$ cat src/design/vec_lane_pkg.sv
// vector lane data types
package vec_lane_pkg;

  // element width, fixed at 32 bits
  localparam int ELEM_W = 32;
  // vector register index width
  localparam int VREG_W = 3;

  // one vector element
  typedef logic [ELEM_W-1:0] elem_t;

  // element offset within a vector register
  typedef logic [31:0] offset_t;

  // vector register index
  typedef logic [VREG_W-1:0] vreg_t;

  // element counter phase
  // RUN while groups remain, LAST on the final group
  typedef enum logic [1:0] {
    IDLE,
    RUN,
    LAST
  } cnt_state_t;

endpackage

$ cat src/design/vec_isa_pkg.sv
// vector instruction set definitions
package vec_isa_pkg;

  // instruction word width
  localparam int INSTR_W = 16;

  // opcode field
  localparam int OP_LSB = 0;
  localparam int OP_MSB = 2;
  // destination register field
  localparam int VD_LSB = 4;
  localparam int VD_MSB = 6;
  // first source register field
  localparam int VS1_LSB = 8;
  localparam int VS1_MSB = 10;
  // second source register field
  localparam int VS2_LSB = 12;
  localparam int VS2_MSB = 14;

  // supported operations, VNOP runs but writes nothing
  typedef enum logic [2:0] {
    VADD_VV = 3'd0,
    VSUB_VV = 3'd1,
    VAND_VV = 3'd2,
    VXOR_VV = 3'd3,
    VADD_VX = 3'd4,
    VMV_VX  = 3'd5,
    VID_V   = 3'd6,
    VNOP    = 3'd7
  } vop_t;

endpackage
$ cat src/design/vec_ifs.sv
// vector unit internal interfaces

// decoded instruction, held for the whole run
interface issue_if;
  vec_isa_pkg::vop_t    op;
  vec_lane_pkg::vreg_t  vd;
  vec_lane_pkg::vreg_t  vs1;
  vec_lane_pkg::vreg_t  vs2;
  vec_lane_pkg::elem_t  scalar;
  vec_lane_pkg::offset_t vl;
  vec_lane_pkg::offset_t vstart;
  // one cycle pulse
  logic                 start;

  modport issuer (output op, vd, vs1, vs2, scalar, vl, vstart, start);
  // counter only needs the range and the kick
  modport counter (input vl, vstart, start);
  modport executor (input op, vd, vs1, vs2, scalar, vl);
endinterface


$ cat src/design/vec_decode.sv
// vector instruction decode
module vec_decode (
  input  logic                              CLK,
  input  logic                              nRST,
  input  logic                              instr_valid,
  input  logic [vec_isa_pkg::INSTR_W-1:0]   instr,
  input  vec_lane_pkg::elem_t               scalar,
  input  vec_lane_pkg::offset_t             vl,
  input  vec_lane_pkg::offset_t             vstart,
  input  logic                              clear,
  input  logic                              busy,
  issue_if.issuer                           issue
);

  logic              accept;
  vec_isa_pkg::vop_t op_dec;

  // take a new instruction only when idle and not aborting
  assign accept = instr_valid & ~busy & ~clear;

  // opcode field to operation, anything unknown runs as a nop
  always_comb begin
    case (instr[vec_isa_pkg::OP_MSB:vec_isa_pkg::OP_LSB])
      3'd0:    op_dec = vec_isa_pkg::VADD_VV;
      3'd1:    op_dec = vec_isa_pkg::VSUB_VV;
      3'd2:    op_dec = vec_isa_pkg::VAND_VV;
      3'd3:    op_dec = vec_isa_pkg::VXOR_VV;
      3'd4:    op_dec = vec_isa_pkg::VADD_VX;
      3'd5:    op_dec = vec_isa_pkg::VMV_VX;
      3'd6:    op_dec = vec_isa_pkg::VID_V;
      default: op_dec = vec_isa_pkg::VNOP;
    endcase
  end

  // start pulses the cycle after acceptance
  always_ff @(posedge CLK, negedge nRST) begin
    if (!nRST) begin
      issue.start <= 1'b0;
    end else if (clear) begin
      issue.start <= 1'b0;
    end else begin
      issue.start <= accept;
    end
  end

  // operand capture, held until the next accepted instruction
  always_ff @(posedge CLK) begin
    if (accept) begin
      issue.op     <= op_dec;
      issue.vd     <= instr[vec_isa_pkg::VD_MSB:vec_isa_pkg::VD_LSB];
      issue.vs1    <= instr[vec_isa_pkg::VS1_MSB:vec_isa_pkg::VS1_LSB];
      issue.vs2    <= instr[vec_isa_pkg::VS2_MSB:vec_isa_pkg::VS2_LSB];
      issue.scalar <= scalar;
      issue.vl     <= vl;
      issue.vstart <= vstart;
    end
  end

  // source must hold off while a run is in progress
  assert property (@(posedge CLK) disable iff (!nRST) instr_valid |-> !busy)
    else $error("instruction presented while busy");

endmodule

$ cat src/flat_wrapper.sv
// flat-port wrapper written by rule: the top's interface ports become plain ports
module vec_decode_flat 
  (CLK, nRST, instr_valid, instr, scalar, vl, vstart, clear, busy, issue_op, issue_vd, issue_vs1, issue_vs2, issue_scalar, issue_vl, issue_vstart, issue_start);
  issue_if issue_i ();
  input  logic CLK;
  input  logic nRST;
  input  logic instr_valid;
  input  logic [vec_isa_pkg::INSTR_W-1:0] instr;
  input  vec_lane_pkg::elem_t scalar;
  input  vec_lane_pkg::offset_t vl;
  input  vec_lane_pkg::offset_t vstart;
  input  logic clear;
  input  logic busy;
  output wire logic [$bits(issue_i.op)-1:0] issue_op;
  output wire logic [$bits(issue_i.vd)-1:0] issue_vd;
  output wire logic [$bits(issue_i.vs1)-1:0] issue_vs1;
  output wire logic [$bits(issue_i.vs2)-1:0] issue_vs2;
  output wire logic [$bits(issue_i.scalar)-1:0] issue_scalar;
  output wire logic [$bits(issue_i.vl)-1:0] issue_vl;
  output wire logic [$bits(issue_i.vstart)-1:0] issue_vstart;
  output wire logic [$bits(issue_i.start)-1:0] issue_start;
  assign issue_op = issue_i.op;
  assign issue_vd = issue_i.vd;
  assign issue_vs1 = issue_i.vs1;
  assign issue_vs2 = issue_i.vs2;
  assign issue_scalar = issue_i.scalar;
  assign issue_vl = issue_i.vl;
  assign issue_vstart = issue_i.vstart;
  assign issue_start = issue_i.start;
  vec_decode u_core (.CLK(CLK), .nRST(nRST), .instr_valid(instr_valid), .instr(instr), .scalar(scalar), .vl(vl), .vstart(vstart), .clear(clear), .busy(busy), .issue(issue_i));
endmodule
$ cat config.mk
export PLATFORM = sky130hd
export DESIGN_NAME = vec_decode_flat
export DESIGN_NICKNAME = d
export VERILOG_FILES = /design/src/design/vec_lane_pkg.sv /design/src/design/vec_isa_pkg.sv /design/src/design/vec_ifs.sv /design/src/design/vec_decode.sv /design/src/flat_wrapper.sv
export SDC_FILE = /design/constraint.sdc
export NUM_CORES = 1
export LEC_CHECK = 0
export ABC_CLOCK_PERIOD_IN_PS = 800
export BUFFER_PORTS_ARGS = -buffer_cell sky130_fd_sc_hd__buf_2
export CAP_MARGIN = 20
export CORE_MARGIN = 2
export CORE_UTILIZATION = 35
export CTS_CLUSTER_SIZE = 24
export DETAILED_ROUTE_END_ITERATION = 16
export PLACE_DENSITY = 0.7
export SYNTH_ARGS = -nofsm -noshare
export SYNTH_HDL_FRONTEND = slang
export SYNTH_SLANG_ARGS = --single-unit
$ cat constraint.sdc
create_clock -name CLK -period 0.8 [get_ports CLK]
set_clock_uncertainty 0.05 [all_clocks]
set_input_delay 0.08 -clock CLK [delete_from_list [all_inputs] [get_ports CLK]]
set_output_delay 0.08 -clock CLK [all_outputs]
set_load 0.01 [all_outputs]
==> impl_results.md, run 1 <==
* Status: aborted with a tool error
* Stage reached: clock tree synthesis
* Error: [ERROR RSZ-0060] Max buffer count reached.
* Clock Sinks at about 110
* Initial Util at between 30% and 40%
* Syn Area/Cell at approximately 30 um2
* Port Buffers at 221
* Register area share after synthesis at 99.3%
* IO Pins at 226
* Mapped Area at 3290 um2
* CTS buffer count at 9
* # H-tree levels at 3
* Post-CTS Hold Buffers at a little over 100
* # rows at 35
* Clk root buf: clkbuf_8
* Synthesized instance count at 113
* Inst Count DP at about 450
* Unique masters post-synth at 4
* Post-CTS setup buffer count at 0
* YS warnings at 0
* Die H at between 100 and 150 um
* Die X at approximately 100 um
* Net count after synthesis at 230
* GPL Wtd Cong at between 0.8 and 0.9
* Setup WS pre-CTS at -334 ps
* # resized after CTS at 0
* FF+latch count, synth at about 110
* DP Wirelength at between 6000 and 7000 um
* CTS max path bufs at 2
[cell usage after synthesis, drive strengths merged]
cell    number  share of area (%)
edfxtp     108                 99
clkbuf       3               0.34
dfrtp        1               0.76
nor3b        1               0.38
[stage by stage]
stage	utilization (%)	setup TNS, ps	cell area (um2)	hold slack, ps
floorplan	-	-277090	3300	-266
global placement	50.6	-32820	4650	-193
detailed placement	50.6	-33910	4650	-193
[cells by family after synthesis]
| logic type | share of synthesized area (%) |
|---|---|
| flip-flops | 99.3 |
| buffers and inverters | 0.342 |
| AND/OR/NAND/NOR | 0.380 |
==> run 2, diff against run 1 <==
- CORE_UTILIZATION: 35 -> 20
- CTS_CLUSTER_SIZE: 24 -> unset
- PLACE_DENSITY: 0.7 -> unset
- PLACE_DENSITY_LB_ADDON: unset -> 0.15
==> impl_results.md, run 2 <==
* Status: finished, violations left
* Violated checks: negative setup slack
* Initial DRC count at between 100 and 150
* Via Count at 2,518
* Die area at 17,500 um2
* Syn Area/Cell at 29.1 um2
* Largest cells by area after synthesis: edfxtp_1 (99%), dfrtp_1 (0.76%), nor3b_2 (0.38%)
* Reg clk slew, reported paths at around 70 ps
* Layout Nets at between 500 and 600
* Vias per cell at 3.62
* Crit Path Category: reg2out
* Most frequent cells in the layout: buf_2 (219), dlygate4sd3_1 (110), edfxtp_1 (108)
* Wire per inst at 14.5 um
* Crit path arrival time at ~900 ps
* Req. time, crit path at ~670 ps
* Endpoints failing setup at 151
* FF+latch count, synth at 109
* Grt total ovfl at 0
* P&R area growth vs syn at 94.6%
* Critical path buffer and inverter count at 1
* Synth Area in Compound Gates at 0%
* WHS at 146 ps
* Setup WS post-layout at -225 ps
* DP Wirelength at 6760 um
* Slew margin rel. at between 80% and 90%
* Max incr delay on CP at about 390 ps
* Critical Path Stages at 1
* Final hold vios at 0
* DRC at 0
* Gr usage total at between 10% and 20%
* Top_reg_cell synth: edfxtp_1
* Synth cell count leaders: edfxtp_1 (108), clkbuf_1 (3), dfrtp_1 (1), nor3b_2 (1)
* Count leader, synth: edfxtp_1
* Initial Util at between 20 and 25%
* Fraction of registers with async set/reset at 0.917%
* Post-DRT Antenna Nets at 0
* Setup crit end kind: primary output
* Unique masters post-synth at 4
* Die X at between 100 and 150 um
* Synthesized instance count at 113
* Die H at 132 um
* Largest family of logic cells by synthesized area: simple AND/OR/NAND/NOR gates
* Pre-antenna DRT Iters at 4
* Clk root buf: clkbuf_16
* Max Clock Freq at just under 1 GHz
* Startpoint types: register
* Largest registers: u_core.issue.scalar: 32 flops, u_core.issue.vl: 32 flops, u_core.issue.vstart: 32 flops
* GPL Wtd Cong at roughly 0.7
* CP cell instances: buf_2
* Maximum Capacitance Violations at 0
* Largest net degree at the start of global routing at 21
* Delay-heaviest family, CP: flip-flops
* Clock Sinks at between 100 and 150
* Port Buffers at ~220
* Drt total wl at about 10,000 um
* # H-tree levels at 3
* Critical Path Slowest Stage Cell: edfxtp_1
* RSZ-0062 raised after global routing: yes
* Vias in the first global route at around 2,700
* Post-Route Setup TNS at -23,240 ps
* Hold crit path type: in2reg
* CTS tree: built
* Leakage Power at 2.65 nW
* Post-Synth Simple-Gate Area at 0.380%
* Initial antenna violation count at 0
* Slew of the pin with the lowest slew margin at about 270 ps
* IO Pins at 226
* First-pass GRT wire length at around 15,000 um
* CTS max path bufs at 2
* EDFF count, synth at 108
* Hold path start: clear
* YS warnings at 0
* # rows at 46
* Power density cells at 2000 nW/um2
* Mux contribution to synthesized area at 0%
* Net count after synthesis at between 200 and 250
* Min-Delay Endpoint: u_core.issue.start
* Hold Crit Depth at 4
* Mapped Area at approximately 3300 um2
* Share of the synthesized area in the top cell type at 98.5%
* Critical Path Fanout Max at 1
* Register area share after synthesis at around 99%
* Commonest non-fill, non-tap cell in the layout: buf_2
* Share of cells above drive strength 1 at around 54%
* ANT cells at 0
* Final min period at between 1000 and 1500 ps
* Core region area at between 15,000 and 20,000 um2
* XOR/XNOR Fraction of Synth Area at 0%
* Peak VDD IR at a little under 0.001 V
* Final Cycle Share at 128%
* Largest area contributor in the netlist: edfxtp_1
* Post-Synth Adder-Cell Area at 0%
* CTS buffer count at 9
* Slew Viols, Final at 0
run 2: cell counts after synthesis:
Identical to the previous run, type by type.
run 2: report_power, final:
part	switching [mW]	total, mW	internal (mW)
sequential	0.0643	6.64	6.57
clock	2.04	4.82	2.77
combinational	0.514	1.33	0.814
run 2: what timing repair did:
item / CTS / global route
gates cloned: 0 / 5
gates resized for setup: 2 / 7
hold buffers: 110 / 0
setup buffers: 0 / 5
hold endpoints to repair: 109 / 0
endpoints found under the setup margin: 152 / 180
run 2: cell families after synthesis:
family        after synthesis
buf+inv                     3
flops                     109
simple gates                1
run 2: how the worst max path moves through the flow:
| stage | slack [ps] | end | start |
|---|---|---|---|
| final | -230 | issue_vs1[0] | u_core.issue.vs1[0] |
| after global routing | -260 | issue_vstart[14] | u_core.issue.vstart[14] |
| after CTS | -260 | issue_vs1[0] | u_core.issue.vs1[0] |
| after detailed placement | -400 | u_core.issue.scalar[18] | clear |
| after global placement | -390 | u_core.issue.scalar[7] | clear |
| after floorplan | -2540 | u_core.issue.op[0] | instr_valid |
run 2: routing by layer:
| metal | track usage (%) | wire (um) |
|---|---|---|
| met5 | 0 | 0 |
| met4 | 6.09 | 278 |
| met3 | 3.54 | 716 |
| met2 | 19.3 | 5070 |
| met1 | 12.2 | 4050 |
run 2: through the flow:
| stage | total power [mW] | setup slack, ps | instances | instance area (um2) | utilization, % |
|---|---|---|---|---|---|
| global placement | 7.60 | -394 | 559 | 4800 | 30.0 |
| floorplan | 6.99 | -2540 | 113 | 3300 | - |
| detailed placement | 7.59 | -398 | 559 | 4800 | 30.0 |
| global route | 13.3 | -263 | 695 | 6400 | 40.0 |
| CTS | 12.9 | -258 | 685 | 6240 | 39.0 |
| finish | 12.8 | -225 | 695 | 6400 | 40.0 |
run 2: area by class of cell:
class                      count  area (um2)
timing repair buffer         353        2520
fill                        1518        9600
sequential                   109        3270
clock inverter                 6        95.1
clock buffer                  10         229
multi-input combinational      1        18.8
tap                          216         270
(Power assumes the default switching activity.)
