## config.mk

```make
export PLATFORM = sky130hd
export DESIGN_NAME = element_counter_flat
export DESIGN_NICKNAME = d
export VERILOG_FILES = /design/src/design/vec_lane_pkg.sv /design/src/design/vec_isa_pkg.sv /design/src/design/vec_ifs.sv /design/src/design/element_counter.sv /design/src/flat_wrapper.sv
export SDC_FILE = /design/constraint.sdc
export NUM_CORES = 1
export LEC_CHECK = 0
export ABC_AREA = 0
export BUFFER_PORTS_ARGS = -buffer_cell sky130_fd_sc_hd__clkbuf_2
export CAP_MARGIN = 25
export CORE_UTILIZATION = 53
export DETAILED_ROUTE_END_ITERATION = 12
export PLACE_DENSITY = 0.82
export SLEW_MARGIN = 25
export SYNTH_ARGS = -nofsm -noshare
export SYNTH_HDL_FRONTEND = slang
export SYNTH_SLANG_ARGS = --single-unit
```

## constraint.sdc

```tcl
create_clock -name CLK -period 5.9 [get_ports CLK]
set_input_delay 0.295 -clock CLK [delete_from_list [all_inputs] [get_ports CLK]]
set_output_delay 0.295 -clock CLK [all_outputs]
set_load 0.01 [all_outputs]
```

## src/design/vec_lane_pkg.sv

```systemverilog
// vector lane data types
package vec_lane_pkg;

  // element width, fixed at 32 bits
  localparam int ELEM_W = 32;
  // vector register index width
  localparam int VREG_W = 3;

  // one vector element
  typedef logic [ELEM_W-1:0] elem_t;

  // element offset within a vector register
  typedef logic [31:0] offset_t;

  // vector register index
  typedef logic [VREG_W-1:0] vreg_t;

  // element counter phase
  // RUN while groups remain, LAST on the final group
  typedef enum logic [1:0] {
    IDLE,
    RUN,
    LAST
  } cnt_state_t;

endpackage

```

## src/design/vec_isa_pkg.sv

```systemverilog
// vector instruction set definitions
package vec_isa_pkg;

  // instruction word width
  localparam int INSTR_W = 16;

  // opcode field
  localparam int OP_LSB = 0;
  localparam int OP_MSB = 2;
  // destination register field
  localparam int VD_LSB = 4;
  localparam int VD_MSB = 6;
  // first source register field
  localparam int VS1_LSB = 8;
  localparam int VS1_MSB = 10;
  // second source register field
  localparam int VS2_LSB = 12;
  localparam int VS2_MSB = 14;

  // supported operations, VNOP runs but writes nothing
  typedef enum logic [2:0] {
    VADD_VV = 3'd0,
    VSUB_VV = 3'd1,
    VAND_VV = 3'd2,
    VXOR_VV = 3'd3,
    VADD_VX = 3'd4,
    VMV_VX  = 3'd5,
    VID_V   = 3'd6,
    VNOP    = 3'd7
  } vop_t;

endpackage
```

## src/design/vec_ifs.sv

```systemverilog
// vector unit internal interfaces

// decoded instruction, held for the whole run
interface issue_if;
  vec_isa_pkg::vop_t    op;
  vec_lane_pkg::vreg_t  vd;
  vec_lane_pkg::vreg_t  vs1;
  vec_lane_pkg::vreg_t  vs2;
  vec_lane_pkg::elem_t  scalar;
  vec_lane_pkg::offset_t vl;
  vec_lane_pkg::offset_t vstart;
  // one cycle pulse
  logic                 start;

  modport issuer (output op, vd, vs1, vs2, scalar, vl, vstart, start);
  // counter only needs the range and the kick
  modport counter (input vl, vstart, start);
  modport executor (input op, vd, vs1, vs2, scalar, vl);
endinterface


```

## src/design/element_counter.sv

```systemverilog
// vector element counter
module element_counter #(
  parameter int NUM_LANES = 2
) (
  input  logic                  CLK,
  input  logic                  nRST,
  issue_if.counter              issue,
  input  logic                  stall,
  input  logic                  clear,
  output vec_lane_pkg::offset_t offset,
  output logic                  active,
  output logic                  done
);

  logic                       start_reg;
  logic                       ena;
  logic                       final_grp;
  vec_lane_pkg::offset_t      offset_reg;
  vec_lane_pkg::offset_t      next_offset;
  vec_lane_pkg::cnt_state_t   state;

  // running from the start pulse until the final group goes out
  assign ena    = issue.start | start_reg;
  // clear kills issue in the same cycle
  assign active = ena & ~clear;

  // first group uses vstart directly
  assign offset      = issue.start ? issue.vstart : offset_reg;
  assign next_offset = offset + vec_lane_pkg::offset_t'(NUM_LANES);
  // next step would reach vl, so this is the final group
  // also covers vl of 0 with one empty group
  assign final_grp   = next_offset >= issue.vl;
  assign done        = active & ~stall & final_grp;

  // phase of the current group
  always_comb begin
    if (!active) begin
      state = vec_lane_pkg::IDLE;
    end else if (final_grp) begin
      state = vec_lane_pkg::LAST;
    end else begin
      state = vec_lane_pkg::RUN;
    end
  end

  // start flag
  always_ff @(posedge CLK, negedge nRST) begin
    if (!nRST) begin
      start_reg <= 1'b0;
    end else if (clear | done) begin
      start_reg <= 1'b0;
    end else if (issue.start) begin
      start_reg <= 1'b1;
    end
  end

  // offset steps by one group per unstalled cycle
  always_ff @(posedge CLK, negedge nRST) begin
    if (!nRST) begin
      offset_reg <= '0;
    end else if (clear) begin
      offset_reg <= '0;
    end else if (active & ~stall) begin
      offset_reg <= next_offset;
    end else if (issue.start) begin
      // stalled on the start cycle so vstart is held
      offset_reg <= issue.vstart;
    end
  end

  // stalled run keeps its offset into the next cycle
  assert property (@(posedge CLK) disable iff (!nRST) (active && stall) |=> $stable(offset))
    else $error("offset moved during stall");

  // final group hands the counter back to idle
  assert property (@(posedge CLK) disable iff (!nRST) done |=> state == vec_lane_pkg::IDLE)
    else $error("counter still running after the final group");

endmodule

```

## src/flat_wrapper.sv

```systemverilog
// flat-port wrapper written by rule: the top's interface ports become plain ports
module element_counter_flat 
#(
  parameter int NUM_LANES = 2
)
  (CLK, nRST, stall, clear, offset, active, done, issue_vl, issue_vstart, issue_start);
  issue_if issue_i ();
  input  logic CLK;
  input  logic nRST;
  input  logic stall;
  input  logic clear;
  output vec_lane_pkg::offset_t offset;
  output logic active;
  output logic done;
  input wire logic [$bits(issue_i.vl)-1:0] issue_vl;
  input wire logic [$bits(issue_i.vstart)-1:0] issue_vstart;
  input wire logic [$bits(issue_i.start)-1:0] issue_start;
  assign issue_i.vl = issue_vl;
  assign issue_i.vstart = issue_vstart;
  assign issue_i.start = issue_start;
  element_counter #(.NUM_LANES(NUM_LANES)) u_core (.CLK(CLK), .nRST(nRST), .issue(issue_i), .stall(stall), .clear(clear), .offset(offset), .active(active), .done(done));
endmodule
```

==> flow_summary.json, run 1 <==
{
  "drt_iter0_markers": 201,
  "synth.most_common_cell": "inv_1",
  "syn_nets": 530,
  "synthSimpleGateAreaFrac_pct": 23.33,
  "worst_slew_pin_slew_ns": 0.8801,
  "finalNonFillerCells": 602,
  "cp_max_fo": 32,
  "cellLeakagePower_nw": 2.186,
  "grt_pass1_vias": 3244,
  "finalWeightedCongestion": 0.8911,
  "synth_cell_types": 49,
  "crit_arrival_ns": 4.42,
  "synth_compound_area_share_pct": 11.47,
  "worst_ir_drop_vdd_v": 0.0001054,
  "placed_cells": 594,
  "max_slew_margin_pct": 41.33,
  "grt_max_degree": 35,
  "synth_top_area_cell": "dfrtp_1",
  "hold_viol_final": 0,
  "area_growth_pct": 18.68,
  "synthCells": 428,
  "cts_hold_buf": 0,
  "fin_crit_sh_pct": 79.84,
  "required_ns": 5.61,
  "grt_pass1_wl_um": 14950,
  "ys_top_cells_by_area": "dfrtp_1, ha_1, xnor2_1, mux2i_1, inv_1",
  "rsz0062_at_grt": "false",
  "hold_class": "in -> async",
  "clk_latency_ns": 0.29,
  "largest_reg_flops": 32,
  "first_pass_iters": 6,
  "dieArea_um2": 6874,
  "outcome": "finished, final reports clean",
  "worstSetupStartpointType": "input port",
  "max-cap-violations": 0,
  "final_util_pct": 64.85,
  "finalSetupViolations": 0,
  "slowest_delay_ns": 0.44,
  "muxShareOfSynthArea_pct": 9.629,
  "cpMaxStageDelayCell": "nand4_1",
  "worstSetupEndpointType": "output port",
  "path_cells": "clkbuf_2, buf_4, nand3_1, a222oi_1, nand4_1, nor2_1, nand2_1, xnor2_1, ha_1, nand4_1, or3_1, a2111oi_0, o21a_1, o21a_1, clkbuf_2",
  "gr-total-overflow": 0,
  "die_width_um": 82.91,
  "grt_antenna_before_repair": 0,
  "die_y_um": 82.91,
  "synthArstFlopShare_pct": 100.0,
  "wirelength_um": 8971,
  "cts_tree": "yes",
  "seq_area_frac_synth_pct": 23.80,
  "cts_root_buf": "clkbuf_8",
  "synth_top_family_by_area": "simple AND/OR/NAND/NOR gates",
  "synth_seq_cells": 33,
  "ant_nets": 0,
  "hpwl_um": 6940,
  "initial_core_util_pct": 54.64,
  "cts_sinks": 33,
  "nets": 626,
  "rows": 29,
  "yosys.area_share.adder_pct": 11.90,
  "synth_ff_type": "dfrtp_1",
  "power_density_nw_per_um2": 173.6,
  "wl_per_cell_um": 14.90,
  "cts-buffers-inserted": 5,
  "clk_pin_slew_ns": 0.07,
  "slew_violations": 0,
  "worstSetupPathType": "in -> out",
  "htreeDepth": 2,
  "drc": 0,
  "synth_edf_count": 0,
  "fill_cells": 565,
  "routed_via_density": 5.678,
  "finalClockSkew_ns": 0.007762,
  "path_buf_inv": 3,
  "cts-resized-gates": 0,
  "synth_xor_area_share_pct": 11.11,
  "ys_warn_count": 0,
  "synth_area_um2": 3470,
  "grt.total_usage_pct": 26.34,
  "synthTopCellsByCount": "inv_1, nor2_1, xnor2_1",
  "top_level_ports": 103,
  "finalSetupTns_ns": 0,
  "post_cts_buffers": 0,
  "crit_family": "simple AND/OR/NAND/NOR gates",
  "vias": 3418,
  "core_area_um2": 6350,
  "portBuffers": 102,
  "drive_gt1_share_pct": 25.14,
  "clock.fmax_mhz": 212.3,
  "fin_crit_ns": 4.710,
  "cts_max_path_buffers": 2,
  "yosysTopAreaCellShare_pct": 23.80,
  "n_antenna_cell": 0,
  "syn_area_per_cell_um2": 8.106
}
## worst register-to-register path: stages, from the launching register on
cell and delay, ns:
dfrtp_1 0.35, mux2i_1 0.10, inv_1 0.14, ha_1 0.21, inv_1 0.09, a211oi_4 0.35
nand4_1 0.45, nor2_1 0.38, nand2_1 0.13, xnor2_1 0.16, ha_1 0.30, nand4_1 0.11
or3_1 0.44, a2111oi_0 0.43, o21a_1 0.22, o21ai_0 0.09
## final timing paths
path,startpoint,endpoint,slack (ns),cells after the start
setup reg to reg,u_core.offset_reg[1],u_core.start_reg,1.84,15
hold reg to reg,u_core.offset_reg[0],u_core.offset_reg[0],0.56,2
max in group asynchronous,nRST,u_core.offset_reg[20],5.24,1
min in group CLK,stall,u_core.start_reg,0.30,3
hold / removal,nRST,u_core.offset_reg[12],0.11,1
setup / recovery,issue_start,done,1.19,15
## logic make-up after synthesis
kind of cell | count (synthesis)
and+or+nand+nor | 157
muxes | 32
AOI/OAI and AO/OA | 58
buffers and inverters | 71
xor gates and xnor gates | 44
DFF | 33
adders and majority gates | 33
## stage by stage
stage               cell area, µm²  hold slack, ns  power [W]  setup WS (ns)
global route                  4118          0.1857  0.0007536         0.8440
global placement              4001          0.4528  0.0004821          1.570
finish                        4118          0.1114  0.0007150          1.190
floorplan                     3470      -0.0005911  0.0004078          1.305
CTS                           4118          0.1442  0.0007179          1.262
detailed placement            4001          0.4549  0.0004902          1.332
## placed cells by master, fill, tap and decap left out, types with 5 or more instances in the layout
master,synthesis,routed
a21o_1,6,6
a21oi_1,18,18
and3_1,5,5
clkbuf_2,0,102
clkbuf_8,0,6
dfrtp_1,33,33
ha_1,33,33
inv_1,55,55
mux2_2,11,11
mux2i_1,21,21
nand2_1,34,34
nand2b_1,5,5
nand3_1,20,20
nand3b_1,7,7
nand4_1,15,15
nor2_1,42,42
nor3_1,8,8
o21ai_0,12,12
xnor2_1,40,40
## routing by layer
layer / global-route usage (%) / part of all wire, %
met1: 34.57 / 43
met2: 44.19 / 48
met3: 4.274 / 6.6
met4: 8.621 / 2.1
met5: 0 / 0
## power breakdown
part | internal [W] | switching (W)
logic | 0.000101 | 0.000138
clock network | 0.000138 | 0.0000879
registers | 0.000241 | 0.00000901
total | 0.000480 | 0.000235
## area by class of cell
type | instances | area (µm²) | share of cell area [%]
tap | 77 | 96.34 | 2.340
clock inverter | 1 | 30.03 | 0.7293
sequential | 33 | 825.8 | 20.05
inverter | 55 | 206.4 | 5.014
multi-input combinational | 324 | 2340 | 56.82
timing repair buffer | 105 | 533.0 | 12.94
clock buffer | 7 | 86.33 | 2.097
Power figures use the tool's default switching activity.
==> run 2: changes to the inputs <==
- clock period: 5.9 -> 4.7 ns (I/O delays scaled with it)
==> run 2 against run 1 <==
First-iteration DRC count decreased by 4.0%; utilization increased by 0.079 points; design area increased by 0.12%; power increased by 17%; worst setup slack got worse by 0.78 ns; sequential share of layout area about the same; routed wire length increased by 0.70%; register-to-register slack got worse by 0.84 ns; sequential cell count unchanged; largest cell class unchanged.
==> flow_summary.json, run 2 (synthesized netlist as in run 1, its figures left out) <==
{
  "cts_max_path_buffers": 2,
  "die_y_um": 82.91,
  "fin_area_um2": 4123,
  "largest_reg_flops": 32,
  "cts-resized-gates": 0,
  "portBuffers": 102,
  "cts_sinks": 33,
  "grt.total_usage_pct": 27.19,
  "ant_nets": 0,
  "n_antenna_cell": 0,
  "area_growth_pct": 18.82,
  "drive_gt1_share_pct": 25.43,
  "cts_tree": "yes",
  "route.met2.wl_um": 4364,
  "grt_pass1_wl_um": 15190,
  "finalWeightedCongestion": 0.8789,
  "slew_violations": 0,
  "cellLeakagePower_nw": 2.189,
  "met3_length_um": 525,
  "worstSetupPathType": "reg -> out",
  "worstSetupEndpointType": "output port",
  "die_width_um": 82.91,
  "grt_pass1_vias": 3391,
  "postPlaceCellArea_um2": 4021,
  "required_ns": 4.47,
  "htreeDepth": 2,
  "top_level_ports": 103,
  "drt_iter0_markers": 193,
  "max_slew_margin_pct": 40.92,
  "top_layer": "met4",
  "finalNonFillerCells": 604,
  "hold_viol_final": 0,
  "initial_core_util_pct": 54.64,
  "cts-buffers-inserted": 5,
  "worst_slew_pin_slew_ns": 0.8861,
  "cts_hold_buf": 0,
  "placed_cells": 595,
  "rows": 29,
  "power_w": 0.0008395,
  "met1_length_um": 3842,
  "worstSetupStartpointType": "flop",
  "final_common_cell": "clkbuf_2",
  "worst_ir_drop_vdd_v": 0.0001603,
  "finalClockSkew_ns": 0.008666,
  "cts_root_buf": "clkbuf_8",
  "place_ws_ns": 0.3258,
  "power_density_nw_per_um2": 203.6,
  "max-cap-violations": 0,
  "fin_crit_ns": 4.293,
  "layout_setup_ws_ns": 0.4070,
  "fin_crit_sh_pct": 91.34,
  "final_cell_mix": "clkbuf_2, inv_1, nor2_1",
  "post_cts_buffers": 0,
  "nets": 629,
  "first_pass_iters": 5,
  "clock.fmax_mhz": 232.9,
  "dieArea_um2": 6874,
  "routed_via_density": 5.641,
  "rsz0062_at_grt": "false",
  "grt_antenna_before_repair": 0,
  "clk_latency_ns": 0.29,
  "clk_pin_slew_ns": 0.07,
  "core_area_um2": 6350,
  "wirelength_um": 9034,
  "gr-total-overflow": 0,
  "outcome": "finished, final reports clean",
  "hpwl_um": 7180,
  "drc": 0,
  "crit_arrival_ns": 4.06,
  "cp_max_fo": 7,
  "finalSetupViolations": 0,
  "grt_max_degree": 35,
  "vias": 3407,
  "finalSetupTns_ns": 0,
  "wl_per_cell_um": 14.96,
  "hold_class": "in -> async"
}
run 2: final timing paths:
kind	startpoint	end	slack (ns)	depth (start not counted)
worst max-delay path	u_core.offset_reg[1]	done	0.41	16
worst max register to register	u_core.offset_reg[1]	u_core.start_reg	1.00	15
max in group asynchronous	nRST	u_core.offset_reg[5]	4.08	1
worst min-delay path	nRST	u_core.offset_reg[9]	0.05	1
min in group CLK	stall	u_core.start_reg	0.24	3
worst min register to register	u_core.offset_reg[0]	u_core.offset_reg[0]	0.56	2
run 2: per-layer routing:
| metal | up-vias | GRT usage, % |
|---|---|---|
| li1 | 1661 | - |
| met1 | 1577 | 33.50 |
| met2 | 139 | 45.68 |
| met3 | 30 | 5.765 |
| met4 | 0 | 12.07 |
| met5 | - | 0 |
run 2: worst max-delay path, stage by stage (launching register included):
cell and delay, ns:
dfrtp_1 0.35, mux2i_1 0.10, inv_1 0.14, ha_1 0.20
inv_1 0.09, a211oi_4 0.36, nand4_1 0.26, nor2_1 0.30
nand2_1 0.10, xnor2_1 0.13, ha_1 0.29, nand4_1 0.10
or3_1 0.43, a2111oi_0 0.39, o21a_1 0.22, o21a_1 0.14
clkbuf_2 0.13
run 2: layout make-up:
type | count | area, µm²
tap | 77 | 96.34
inverter | 55 | 206.4
sequential | 33 | 825.8
fill | 527 | 2227
multi-input combinational | 324 | 2340
clock buffer | 7 | 86.33
timing repair buffer | 108 | 568.0
run 2: metrics by stage:
step,utilization [%],hold slack (ns)
6_report,64.93,0.04903
5_1_grt,64.93,0.1140
4_1_cts,64.69,0.08239
3_5_place_dp,63.33,0.3938
3_3_place_gp,63.33,0.3815
2_1_floorplan,-,-0.06059
run 2: power breakdown:
group | internal (W) | total, W | switching, W
logic | 0.000128 | 0.000300 | 0.000172
registers | 0.000303 | 0.000315 | 0.0000118
clock network | 0.000116 | 0.000225 | 0.000108
total | 0.000547 | 0.000839 | 0.000292
