--- src/design/vec_lane_pkg.sv ---
// vector lane data types
package vec_lane_pkg;

  // element width, fixed at 32 bits
  localparam int ELEM_W = 32;
  // vector register index width
  localparam int VREG_W = 3;

  // one vector element
  typedef logic [ELEM_W-1:0] elem_t;

  // element offset within a vector register
  typedef logic [31:0] offset_t;

  // vector register index
  typedef logic [VREG_W-1:0] vreg_t;

  // element counter phase
  // RUN while groups remain, LAST on the final group
  typedef enum logic [1:0] {
    IDLE,
    RUN,
    LAST
  } cnt_state_t;

endpackage

--- src/design/vec_isa_pkg.sv ---
// vector instruction set definitions
package vec_isa_pkg;

  // instruction word width
  localparam int INSTR_W = 16;

  // opcode field
  localparam int OP_LSB = 0;
  localparam int OP_MSB = 2;
  // destination register field
  localparam int VD_LSB = 4;
  localparam int VD_MSB = 6;
  // first source register field
  localparam int VS1_LSB = 8;
  localparam int VS1_MSB = 10;
  // second source register field
  localparam int VS2_LSB = 12;
  localparam int VS2_MSB = 14;

  // supported operations, VNOP runs but writes nothing
  typedef enum logic [2:0] {
    VADD_VV = 3'd0,
    VSUB_VV = 3'd1,
    VAND_VV = 3'd2,
    VXOR_VV = 3'd3,
    VADD_VX = 3'd4,
    VMV_VX  = 3'd5,
    VID_V   = 3'd6,
    VNOP    = 3'd7
  } vop_t;

endpackage
--- src/design/vec_ifs.sv ---


// one registered group of lane results
interface group_if #(
  parameter int NUM_LANES = 2
);
  logic                  valid;
  vec_lane_pkg::vreg_t   vd;
  vec_lane_pkg::offset_t offset;
  vec_lane_pkg::elem_t   results [NUM_LANES];
  logic                  last;
  // op and vl ride along for lane masking
  vec_isa_pkg::vop_t     op;
  vec_lane_pkg::offset_t vl;
  // instruction still handing out groups
  logic                  pending;

  modport producer (output valid, vd, offset, results, last, op, vl, pending);
  modport consumer (input valid, vd, offset, results, last, op, vl, pending);
endinterface

--- src/design/vec_writeback.sv ---
// vector writeback and result report
module vec_writeback #(
  parameter int NUM_LANES = 2
) (
  input  logic                                    CLK,
  input  logic                                    nRST,
  group_if.consumer                               group,
  output logic                                    busy,
  output logic                                    wr_en,
  output vec_lane_pkg::vreg_t                     wr_reg,
  output vec_lane_pkg::offset_t                   wr_offset,
  output logic [NUM_LANES-1:0]                    wr_mask,
  output vec_lane_pkg::elem_t                     wr_data [NUM_LANES],
  output logic                                    wb_valid,
  output vec_lane_pkg::vreg_t                     wb_vd,
  output vec_lane_pkg::offset_t                   wb_offset,
  output logic [NUM_LANES-1:0]                    wb_mask,
  output logic [NUM_LANES*vec_lane_pkg::ELEM_W-1:0] wb_data,
  output logic                                    done
);

  logic [NUM_LANES-1:0] lane_mask;
  vec_lane_pkg::elem_t  data_q [NUM_LANES];

  // lane in range and op actually writes
  always_comb begin
    for (int i = 0; i < NUM_LANES; i++) begin
      lane_mask[i] = ((group.offset + vec_lane_pkg::offset_t'(i)) < group.vl) &&
                     (group.op != vec_isa_pkg::VNOP);
    end
  end

  always_ff @(posedge CLK, negedge nRST) begin
    if (!nRST) begin
      wb_valid <= 1'b0;
      wb_mask  <= '0;
      done     <= 1'b0;
    end else begin
      wb_valid <= group.valid;
      wb_mask  <= group.valid ? lane_mask : '0;
      // one pulse, on the last report
      done     <= group.valid & group.last;
    end
  end

  always_ff @(posedge CLK) begin
    if (group.valid) begin
      wb_vd     <= group.vd;
      wb_offset <= group.offset;
      data_q    <= group.results;
    end
  end

  // register file write shares the report registers
  assign wr_en     = wb_valid;
  assign wr_reg    = wb_vd;
  assign wr_offset = wb_offset;
  assign wr_mask   = wb_mask;
  assign wr_data   = data_q;

  // lane 0 in the low word
  for (genvar g = 0; g < NUM_LANES; g++) begin : g_pack
    assign wb_data[g*vec_lane_pkg::ELEM_W +: vec_lane_pkg::ELEM_W] = data_q[g];
  end

  // counter running or a group in either pipe stage
  assign busy = group.pending | group.valid | wb_valid;

endmodule

--- src/flat_wrapper.sv ---
// flat-port wrapper written by rule: the top's interface ports become plain ports
module vec_writeback_flat 
#(
  parameter int NUM_LANES = 2
)
  (CLK, nRST, busy, wr_en, wr_reg, wr_offset, wr_mask, wr_data, wb_valid, wb_vd, wb_offset, wb_mask, wb_data, done, group_valid, group_vd, group_offset, group_results, group_last, group_op, group_vl, group_pending);
  group_if #(.NUM_LANES(NUM_LANES)) group_i ();
  input  logic CLK;
  input  logic nRST;
  output logic busy;
  output logic wr_en;
  output vec_lane_pkg::vreg_t wr_reg;
  output vec_lane_pkg::offset_t wr_offset;
  output logic [NUM_LANES-1:0] wr_mask;
  output vec_lane_pkg::elem_t wr_data[NUM_LANES];
  output logic wb_valid;
  output vec_lane_pkg::vreg_t wb_vd;
  output vec_lane_pkg::offset_t wb_offset;
  output logic [NUM_LANES-1:0] wb_mask;
  output logic [NUM_LANES*vec_lane_pkg::ELEM_W-1:0] wb_data;
  output logic done;
  input wire logic [$bits(group_i.valid)-1:0] group_valid;
  input wire logic [$bits(group_i.vd)-1:0] group_vd;
  input wire logic [$bits(group_i.offset)-1:0] group_offset;
  input wire logic [$bits(group_i.results)-1:0] group_results;
  input wire logic [$bits(group_i.last)-1:0] group_last;
  input wire logic [$bits(group_i.op)-1:0] group_op;
  input wire logic [$bits(group_i.vl)-1:0] group_vl;
  input wire logic [$bits(group_i.pending)-1:0] group_pending;
  assign group_i.valid = group_valid;
  assign group_i.vd = group_vd;
  assign group_i.offset = group_offset;
  assign group_i.results = {>>{group_results}};
  assign group_i.last = group_last;
  assign group_i.op = group_op;
  assign group_i.vl = group_vl;
  assign group_i.pending = group_pending;
  vec_writeback #(.NUM_LANES(NUM_LANES)) u_core (.CLK(CLK), .nRST(nRST), .group(group_i), .busy(busy), .wr_en(wr_en), .wr_reg(wr_reg), .wr_offset(wr_offset), .wr_mask(wr_mask), .wr_data(wr_data), .wb_valid(wb_valid), .wb_vd(wb_vd), .wb_offset(wb_offset), .wb_mask(wb_mask), .wb_data(wb_data), .done(done));
endmodule
--- config.mk ---
export PLATFORM = sky130hd
export DESIGN_NAME = vec_writeback_flat
export DESIGN_NICKNAME = d
export VERILOG_FILES = /design/src/design/vec_lane_pkg.sv /design/src/design/vec_isa_pkg.sv /design/src/design/vec_ifs.sv /design/src/design/vec_writeback.sv /design/src/flat_wrapper.sv
export SDC_FILE = /design/constraint.sdc
export NUM_CORES = 1
export LEC_CHECK = 0
export BUFFER_PORTS_ARGS = -buffer_cell sky130_fd_sc_hd__clkbuf_2
export CORE_AREA = 4 4 132 134
export DETAILED_ROUTE_END_ITERATION = 16
export DIE_AREA = 0 0 136 138
export GPL_TIMING_DRIVEN = 0
export HOLD_SLACK_MARGIN = 0.15
export PLACE_DENSITY = 0.8
export SLEW_MARGIN = 25
export SYNTH_ARGS = -nofsm -noshare
export SYNTH_HDL_FRONTEND = slang
export SYNTH_SLANG_ARGS = --single-unit
--- constraint.sdc ---
create_clock -name CLK -period 0.8 [get_ports CLK]
set_input_delay 0.12 -clock CLK [delete_from_list [all_inputs] [get_ports CLK]]
set_output_delay 0.12 -clock CLK [all_outputs]
set_load 0.05 [all_outputs]
==> results of run 1 <==
[state kept, by name (all words and copies together), names as in the netlist]
name              count
u_core.wb_data       64
u_core.wb_offset     32
u_core.wb_vd          3
u_core.wb_mask        2
u_core.done           1
u_core.wb_valid       1
[per-stage QoR]
step           setup slack (ns)  total power [mW]  hold WS (ns)
4_1_cts                   -1.42              20.3        0.0841
5_1_grt                   -1.61              22.1         0.121
2_1_floorplan             -1.39              11.3        -0.176
3_3_place_gp              -2.52              12.9       -0.0584
3_5_place_dp              -2.09              13.0       -0.0592
6_report                  -1.50              21.7         0.126
[cell usage in the layout (no fill, tap or decap), drive strengths merged, types with 2 or more instances in the layout]
cell type and n:
xor2 9, a31oi 2, xnor2 21, edfxtp 99, clkbuf 238, nand3 14
dfrtp 4, and2 3, inv 38, nand2 36, ha 63, clkinv 2
a221oi 2, o21ai 11, a21oi 24, nand4 13, nor3 4, buf 242
nor4 3, a211oi 3, and3 3, dlygate4sd3 99, nor2 18, and4 7
[worst paths after layout]
kind	end	slack [ns]	cells past startpoint
worst max-delay path	u_core.wb_mask[1]	-1.50	12
min in group asynchronous	u_core.wb_valid	0.16	2
max in group asynchronous	u_core.wb_mask[0]	0.47	2
worst min-delay path	u_core.wb_offset[4]	0.13	2
[report_power, final]
part	switching, mW	internal (mW)	total, mW
clock	2.32	2.46	4.78
combinational	5.18	4.70	9.87
sequential	0.633	6.41	7.05
[timing repair]
action                     CTS  global route
pin swaps                   25            31
hold endpoints to repair   104             4
setup buffers               15             7
gates cloned                 0             1
resized for setup          553           159
hold buffers                97             2
setup endpoints to repair  208           263
[area by class of cell]
class / count / area [sq um]
clock buffers: 10 / 229
inverters: 36 / 143
plain buffers: 103 / 1170
clock inverters: 6 / 67.6
fillers: 724 / 2900
repair buffers: 466 / 6150
flip-flops and latches: 103 / 3080
well taps: 220 / 275
multi-input cells: 247 / 2290
[logic make-up (layout without fill, tap and decap cells)]
group | Yosys count | count (layout) | synth area share (%)
compound gates | 50 | 50 | 5.04
xor+xnor | 30 | 30 | 4.59
fa+ha+maj | 63 | 63 | 13.4
buf+inv | 139 | 621 | 15.4
flops | 103 | 103 | 52.2
simple gates | 104 | 104 | 9.29
[metal layers]
metal  global-route usage (%)  part of all wire (%)
met5                        0                     0
met4                     26.0                    10
met3                     7.52                   8.3
met2                     55.0                    48
met1                     35.0                    34
==> reports/results.ini, run 1 <==
[worst_setup_path]
crit_fanout = 6
slowest_delay_ns = 0.34
end_kind = flop
crit_type = in2reg
crit_slowest_cell = ha_1
crit_arrival_ns = 2.59
required_ns = 1.09
worst_path_most_repeated_cell = and4_1
path_buf_inv = 1
worstSetupStartpointType = input pin
crit_family = simple AND/OR/NAND/NOR gates
crit_chain = clkbuf_2 > and4_1 > and4_1 > and3_4 > nand4_1 > xnor2_1 > ha_1 > a21oi_2 > o21ai_2 > nor4_4 > o2111ai_2 > nand2_1
crit_start = group_offset[20]

[power_and_ir_drop]
leakage_nw = 6.03
power_density_nw_per_um2 = 1620
vdd_drop_max_mv = 1.24

[layout]
drive_gt1_share_pct = 56.8
syn2layout_area_growth_pct = 128
diodes = 0
final_nets = 1168
instances_no_fill = 1191
post-route-util_pct = 82.2
final_area_sq_um = 13400

[detailed_routing]
drc = 0
antenna_left = 0
first_pass_iters = 5
wl_per_cell_um = 28.6
drt-total-wl_um = 34100
route.vias.total = 6219
via_per_inst = 5.22
drtIter0Drc = 438

[worst_hold_path]
min-delay-start = group_offset[4]
hold_class = in2reg

[placed_design]
dpl-instance-area_sq_um = 8420
dp_cells = 1054
io_buffers = 344
place_hpwl_um = 15500
gp_congestion = 0.829

[timing]
tightest_slew_ns = 0.330
slew_violations = 0
worst_slack_ns = -1.50
period_needed_ns = 2.30
max_clock_freq_mhz = 435
finalCritPeriodShare_pct = 287
finalHoldViolCount = 0
rsz0062_at_grt = yes
slew_headroom_pct = 77.8
setup_viol = 209
tns_ns = -87.25

[synthesis]
syn_area_sq_um = 5880
syn_inst = 489
synth_warnings = 0
async_flop_share_pct = 3.88
synth_edf_count = 99
yosys.area.top_type_share_pct = 50.5
synth_cell_type_count = 36
synthTopCellsByArea = edfxtp_1 (51%), ha_1 (13%), buf_4 (13%), xnor2_1 (3.1%), inv_1 (2.3%)
yosys-top-cells-count = buf_4 (103), edfxtp_1 (99), ha_1 (63), inv_1 (36), nand2_1 (36)
synth_seq_area_share_pct = 52.2
ys.flop_type = edfxtp_1
synth.most_common_cell = buf_4
synth.ff_latch_count = 103
synthesis.nets = 691
synth_area_per_cell_sq_um = 12.0
yosysTopAreaCell = edfxtp_1

[clock_tree]
max-clock-path-buffers = 2
root_buffer = clkbuf_16
h-tree-depth = 3
cts_made_buffers = 9
clock_sinks = 103
clk_pin_slew_worst_paths_ns = 0.08
cts_tree = yes

[floorplan]
num_rows = 47
start_util_pct = 36.1
die_x_um = 136
dieArea_sq_um = 18800
die_h_um = 138
ioPinCount = 345
core_area_sq_um = 16300

[grt]
grt_pass1_wl_um = 44600
grt_max_degree = 80
grt_overflow_total = 0
grt_pass1_vias = 6488
track_usage_pct = 32.8
antenna_found_initial = 0

[run_status]
outcome = finished, violations left
violations = negative setup slack

[flow_run]
maxCapViolations = 0

No activity file was read; power rests on OpenSTA's default activity.
==> run 2: changes to the inputs <==
--- a/config.mk
+++ b/config.mk
@@ -7,11 +7,13 @@
 export LEC_CHECK = 0
 export BUFFER_PORTS_ARGS = -buffer_cell sky130_fd_sc_hd__clkbuf_2
 export CORE_AREA = 4 4 132 134
+export CTS_BUF_LIST = sky130_fd_sc_hd__clkbuf_16
 export DETAILED_ROUTE_END_ITERATION = 16
 export DIE_AREA = 0 0 136 138
 export GPL_TIMING_DRIVEN = 0
 export HOLD_SLACK_MARGIN = 0.15
 export PLACE_DENSITY = 0.8
+export REMOVE_ABC_BUFFERS = 1
 export SLEW_MARGIN = 25
 export SYNTH_ARGS = -nofsm -noshare
 export SYNTH_HDL_FRONTEND = slang
==> reports/results.ini, run 2 (synthesized netlist as in run 1, its figures left out) <==
[run_status]
outcome = finished, violations left
violations = negative setup slack

[floorplan]
num_rows = 47  ; unchanged
start_util_pct = 36.1  ; unchanged
die_x_um = 136  ; unchanged
ioPinCount = 345  ; unchanged
die_h_um = 138  ; unchanged
core_area_sq_um = 16300  ; unchanged
dieArea_sq_um = 18800  ; unchanged

[layout]
final_nets = 1057  ; -9.5%
instances_no_fill = 1080  ; -9.3%
layout_commonest_cell = buf_8
drive_gt1_share_pct = 47.6  ; -9.3 points
final_cell_mix = buf_8 (206), clkbuf_2 (122), edfxtp_1 (99), dlygate4sd3_1 (97), ha_1 (55)
diodes = 0  ; unchanged
syn2layout_area_growth_pct = 87.0
final_area_sq_um = 11000  ; -18%
largest_reg_flops = 64  ; unchanged
post-route-util_pct = 67.5  ; -15 points

[clock_tree]
clk_pin_slew_worst_paths_ns = 0.08  ; about the same
cts_made_buffers = 9  ; unchanged
root_buffer = clkbuf_16
h-tree-depth = 3  ; unchanged
max-clock-path-buffers = 2  ; unchanged
cts_tree = yes
cts.hold.buffers_added = 97  ; unchanged
clock_sinks = 103  ; unchanged

[worst_setup_path]
end_kind = flop
crit_fanout = 6  ; unchanged
endpoint = u_core.wb_mask[1]
crit_slowest_cell = nor4_4
crit_chain = clkbuf_4 > and4_4 > and4_4 > and3_4 > and3_4 > xor2_2 > ha_1 > nand4_1 > nor4_4 > nand2_1 > o2111ai_2 > nand2_1
crit_arrival_ns = 2.40  ; -0.19 ns
required_ns = 1.03  ; -0.06 ns
slowest_delay_ns = 0.34  ; about the same
crit_start = group_offset[10]
worstSetupStartpointType = input pin
crit_type = in2reg

[placed_design]
pre_cts_slack_ns = -2.08  ; +0.00598 ns
io_buffers = 344  ; unchanged
gp_congestion = 0.828  ; about the same
dpl-instance-area_sq_um = 7140  ; -15%
dp_cells = 951  ; -9.8%
place_hpwl_um = 14200  ; -8.3%

[timing]
tightest_slew_ns = 0.347  ; +0.0173 ns
period_needed_ns = 2.17  ; -0.131 ns
worst_slack_ns = -1.37  ; +0.131 ns
finalCritPeriodShare_pct = 271  ; -16 points
setup_viol = 208  ; -0.48%
slew_headroom_pct = 76.6  ; -1.3 points
finalHoldViolCount = 0  ; unchanged
slew_violations = 0  ; unchanged
max_clock_freq_mhz = 461  ; +6.0%
rsz0062_at_grt = yes

[detailed_routing]
via_per_inst = 4.97  ; -4.8%
drt-total-wl_um = 25700  ; -25%
first_pass_iters = 4  ; -1
wl_per_cell_um = 23.8  ; -17%
drtIter0Drc = 340  ; -22%
route.vias.total = 5369  ; -14%
antenna_left = 0  ; unchanged
drc = 0  ; unchanged

[grt]
grt_overflow_total = 0  ; unchanged
track_usage_pct = 25.3  ; -7.5 points
antenna_found_initial = 0  ; unchanged
grt_pass1_wl_um = 36100  ; -19%
grt_max_degree = 37  ; -54%
grt_pass1_vias = 5884  ; -9.3%

[power_and_ir_drop]
vdd_drop_max_mv = 1.42  ; +15%
power_density_nw_per_um2 = 1760  ; +8.7%
leakage_nw = 4.90  ; -19%

[worst_hold_path]
hold_class = in2reg

[flow_run]
maxCapViolations = 0  ; unchanged

[run 2: cell types whose count changed in the layout (fill, tap and decap cells not counted), moves of 9 or more]
cell,change
buf_6,-104
ha_1,+12
buf_8,+99
inv_1,+11
inv_2,-9
buf_4,-11
ha_4,-10
clkbuf_16,-100
[run 2: worst max-delay path: cells and delay by family]
family          cells  cell delay [ns]
fa+ha+maj           1             0.29
buf+inv             1             0.14
simple gates        8             1.60
compound gates      1             0.19
xor+xnor            1             0.06
[run 2: worst min-delay path by stage]
stage | start | end | slack (ns) | depth (start not counted)
floorplan | nRST | u_core.done | -0.18 | 0
global placement | nRST | u_core.done | -0.05 | 1
detailed placement | nRST | u_core.done | -0.05 | 1
CTS | group_offset[6] | u_core.wb_offset[6] | 0.09 | 2
global route | group_offset[5] | u_core.wb_offset[5] | 0.08 | 2
finish | group_offset[5] | u_core.wb_offset[5] | 0.09 | 2
[run 2: where the power goes]
group          internal (mW)  leakage [nW]  total [mW]  switching (mW)
Sequential              6.41          1.02        7.06           0.647
Clock                   2.48         0.151        4.61            2.13
Combinational           3.22          3.73        7.71            4.49
Total                   12.1          4.90        19.4            7.27
[run 2: layout make-up]
type	instances	area, sq um
flip-flops and latches	103	3070
multi-input cells	247	2090
inverters	36	135
clock inverters	7	81.3
fillers	1026	5290
well taps	220	275
repair buffers	458	5120
clock buffers	9	225
[run 2: stage by stage]
step | hold WS [ns] | setup TNS [ns] | power, mW
floorplan | -0.176 | -48.18 | 10.3
global placement | -0.0455 | -159.75 | 11.9
global route | 0.0794 | -75.50 | 20.0
finish | 0.0902 | -68.78 | 19.4
detailed placement | -0.0460 | -26.68 | 12.0
CTS | 0.0882 | -65.86 | 18.5
[run 2: routing by layer]
metal / up-vias / GRT usage (%) / share of wire (%)
li1: 2384 / - / -
met1: 2599 / 25.6 / 34
met2: 309 / 46.7 / 54
met3: 77 / 7.12 / 6.7
met4: 0 / 13.0 / 5.4
met5: - / 0 / 0
[run 2: repair_timing]
action                                 in CTS  in global routing
setup endpoints to repair                 208                208
gates cloned                                1                  0
buffers inserted                           15                  0
pin swaps                                  24                  6
endpoints found under the hold margin     104                  4
gates resized for setup                   479                210
==> run 3: changes to the inputs <==
--- a/config.mk
+++ b/config.mk
@@ -6,14 +6,15 @@
 export NUM_CORES = 1
 export LEC_CHECK = 0
 export BUFFER_PORTS_ARGS = -buffer_cell sky130_fd_sc_hd__clkbuf_2
-export CORE_AREA = 4 4 132 134
-export CTS_BUF_LIST = sky130_fd_sc_hd__clkbuf_16
+export CORE_AREA = 4 4 133 135
+export CTS_BUF_LIST = sky130_fd_sc_hd__clkbuf_4 sky130_fd_sc_hd__clkbuf_8
 export DETAILED_ROUTE_END_ITERATION = 16
-export DIE_AREA = 0 0 136 138
+export DIE_AREA = 0 0 137 139
 export GPL_TIMING_DRIVEN = 0
 export HOLD_SLACK_MARGIN = 0.15
 export PLACE_DENSITY = 0.8
 export REMOVE_ABC_BUFFERS = 1
+export SKIP_CTS_REPAIR_TIMING = 1
 export SLEW_MARGIN = 25
 export SYNTH_ARGS = -nofsm -noshare
 export SYNTH_HDL_FRONTEND = slang
==> reports/results.ini, run 3 (synthesized netlist as in run 1, its figures left out) <==
[worst_hold_path]
hold_depth = 1  ; -1
hold_end = u_core.wb_offset[6]
hold_class = in2reg
min-delay-start = group_offset[6]

[clock_tree]
h-tree-depth = 3  ; unchanged
cts_tree = yes
root_buffer = clkbuf_8
clock_sinks = 103  ; unchanged
clk_pin_slew_worst_paths_ns = 0.11  ; +0.03 ns
max-clock-path-buffers = 2  ; unchanged
cts_made_buffers = 9  ; unchanged

[detailed_routing]
wl_per_cell_um = 21.3  ; -10%
antenna_left = 0  ; unchanged
via_per_inst = 4.89  ; -1.6%
drc = 0  ; unchanged
route.vias.total = 5309  ; -1.1%
first_pass_iters = 4  ; unchanged
drt-total-wl_um = 23100  ; -10%
drtIter0Drc = 297  ; -13%

[timing]
finalCritPeriodShare_pct = 276  ; +4.4 points
tns_ns = -69.43  ; -0.644 ns
slew_violations = 0  ; unchanged
period_needed_ns = 2.20  ; +0.0349 ns
max_clock_freq_mhz = 454  ; -1.6%
slew_headroom_pct = 67.9  ; -8.7 points
rsz0062_at_grt = yes
finalHoldViolCount = 1  ; +1
tightest_slew_ns = 0.476  ; +0.128 ns
setup_viol = 208  ; unchanged
worst_slack_ns = -1.40  ; -0.0349 ns
whs_ns = -0.0576  ; -0.148 ns

[floorplan]
dieArea_sq_um = 19000  ; +1.5%
die_x_um = 137  ; +0.74%
die_h_um = 139  ; +0.72%
num_rows = 47  ; unchanged
ioPinCount = 345  ; unchanged
core_area_sq_um = 16500  ; +1.1%
start_util_pct = 35.7  ; -0.39 points

[run_status]
outcome = finished, violations left
violations = negative hold slack, negative setup slack

[grt]
grt_pass1_wl_um = 25100  ; -30%
grt_max_degree = 59  ; +59%
track_usage_pct = 17.1  ; -8.2 points
grt_overflow_total = 0  ; unchanged
grt_pass1_vias = 4534  ; -23%
antenna_found_initial = 0  ; unchanged

[layout]
final_area_sq_um = 10200  ; -7.7%
final_cell_mix = buf_6 (217), clkbuf_2 (117), dlygate4sd3_1 (100), edfxtp_1 (99), ha_1 (55)
largest_reg_flops = 64  ; unchanged
layout_commonest_cell = buf_6
syn2layout_area_growth_pct = 72.6
final_nets = 1063  ; +0.57%
diodes = 0  ; unchanged
drive_gt1_share_pct = 48.4  ; +0.88 points

[power_and_ir_drop]
p_total_mw = 17.1  ; -12%
vdd_drop_max_mv = 0.909  ; -36%
leakage_nw = 4.57  ; -6.8%
power_density_nw_per_um2 = 1680  ; -4.6%

[placed_design]
dpl-instance-area_sq_um = 7140  ; unchanged
io_buffers = 344  ; unchanged
gp_congestion = 0.847  ; +2.2%
place_hpwl_um = 14300  ; +0.77%

[worst_setup_path]
crit_fanout = 7  ; +1
worstSetupStartpointType = input pin
required_ns = 1.06  ; +0.03 ns
crit_arrival_ns = 2.47  ; +0.07 ns
end_kind = flop
crit_type = in2reg

[flow_run]
maxCapViolations = 0  ; unchanged

run 3: changes by cell type in the layout (fill, tap and decap cells not counted), sizes merged:
| cell | before | now |
|---|---|---|
| clkbuf | 147 | 130 |
| bufinv | 1 | 0 |
| buf | 222 | 243 |
| bufbuf | 1 | 0 |
| clkinv | 2 | 3 |
| inv | 39 | 38 |
| dlygate4sd3 | 97 | 100 |
run 3: how the worst max path moves through the flow:
stage	from	end	slack, ns	depth (start not counted)
3_5_place_dp	group_offset[2]	u_core.wb_mask[1]	-2.15	12
6_report	group_offset[1]	u_core.wb_mask[1]	-1.40	15
5_1_grt	group_offset[1]	u_core.wb_mask[1]	-1.52	15
3_3_place_gp	group_valid	u_core.wb_mask[1]	-2.47	5
4_1_cts	group_offset[2]	u_core.wb_mask[1]	-1.73	12
2_1_floorplan	group_offset[0]	u_core.wb_mask[1]	-1.45	12
run 3: per-stage QoR:
step / hold WS (ns) / util, % / std cells / worst slack [ns]
2_1_floorplan: -0.176 / - / 386 / -1.45
3_3_place_gp: -0.0449 / 43.2 / 950 / -2.47
3_5_place_dp: -0.0447 / 43.4 / 951 / -2.15
4_1_cts: -0.475 / 44.5 / 966 / -1.73
5_1_grt: -0.0982 / 61.7 / 1085 / -1.52
6_report: -0.0576 / 61.7 / 1085 / -1.40
run 3: area by class of cell:
cell class,count,area (sq um)
clock inverters,6,53.8
well taps,220,275
clock buffers,9,124
repair buffers,464,4370
fillers,1157,6310
flip-flops and latches,103,3070
multi-input cells,247,2120
inverters,36,135
run 3: where the power goes:
group / internal (mW) / leakage (nW) / switching, mW
Combinational: 2.65 / 3.46 / 4.42
Sequential: 6.41 / 1.02 / 0.482
Clock: 1.17 / 0.0878 / 1.95
Total: 10.2 / 4.57 / 6.85
run 3: critical path, stage by stage:
cell and delay, ns:
buf_4 0.14, ha_4 0.18, nand2_2 0.08, nor3_4 0.22
buf_12 0.15, and2_4 0.17, nand3_4 0.08, xnor2_2 0.14
ha_1 0.28, nand4_1 0.20, nor4_4 0.33, buf_4 0.15
a221oi_2 0.05, o2111ai_2 0.11, nand2_1 0.07
run 3: metal layers:
metal,vias up,routed length [um],GRT usage [%],share of wire (%)
met1,2547,7860,19.1,34
met4,0,1110,4.41,4.8
met5,-,0,0,0
met3,67,1970,5.30,8.5
met2,308,12200,31.3,53
li1,2387,-,-,-
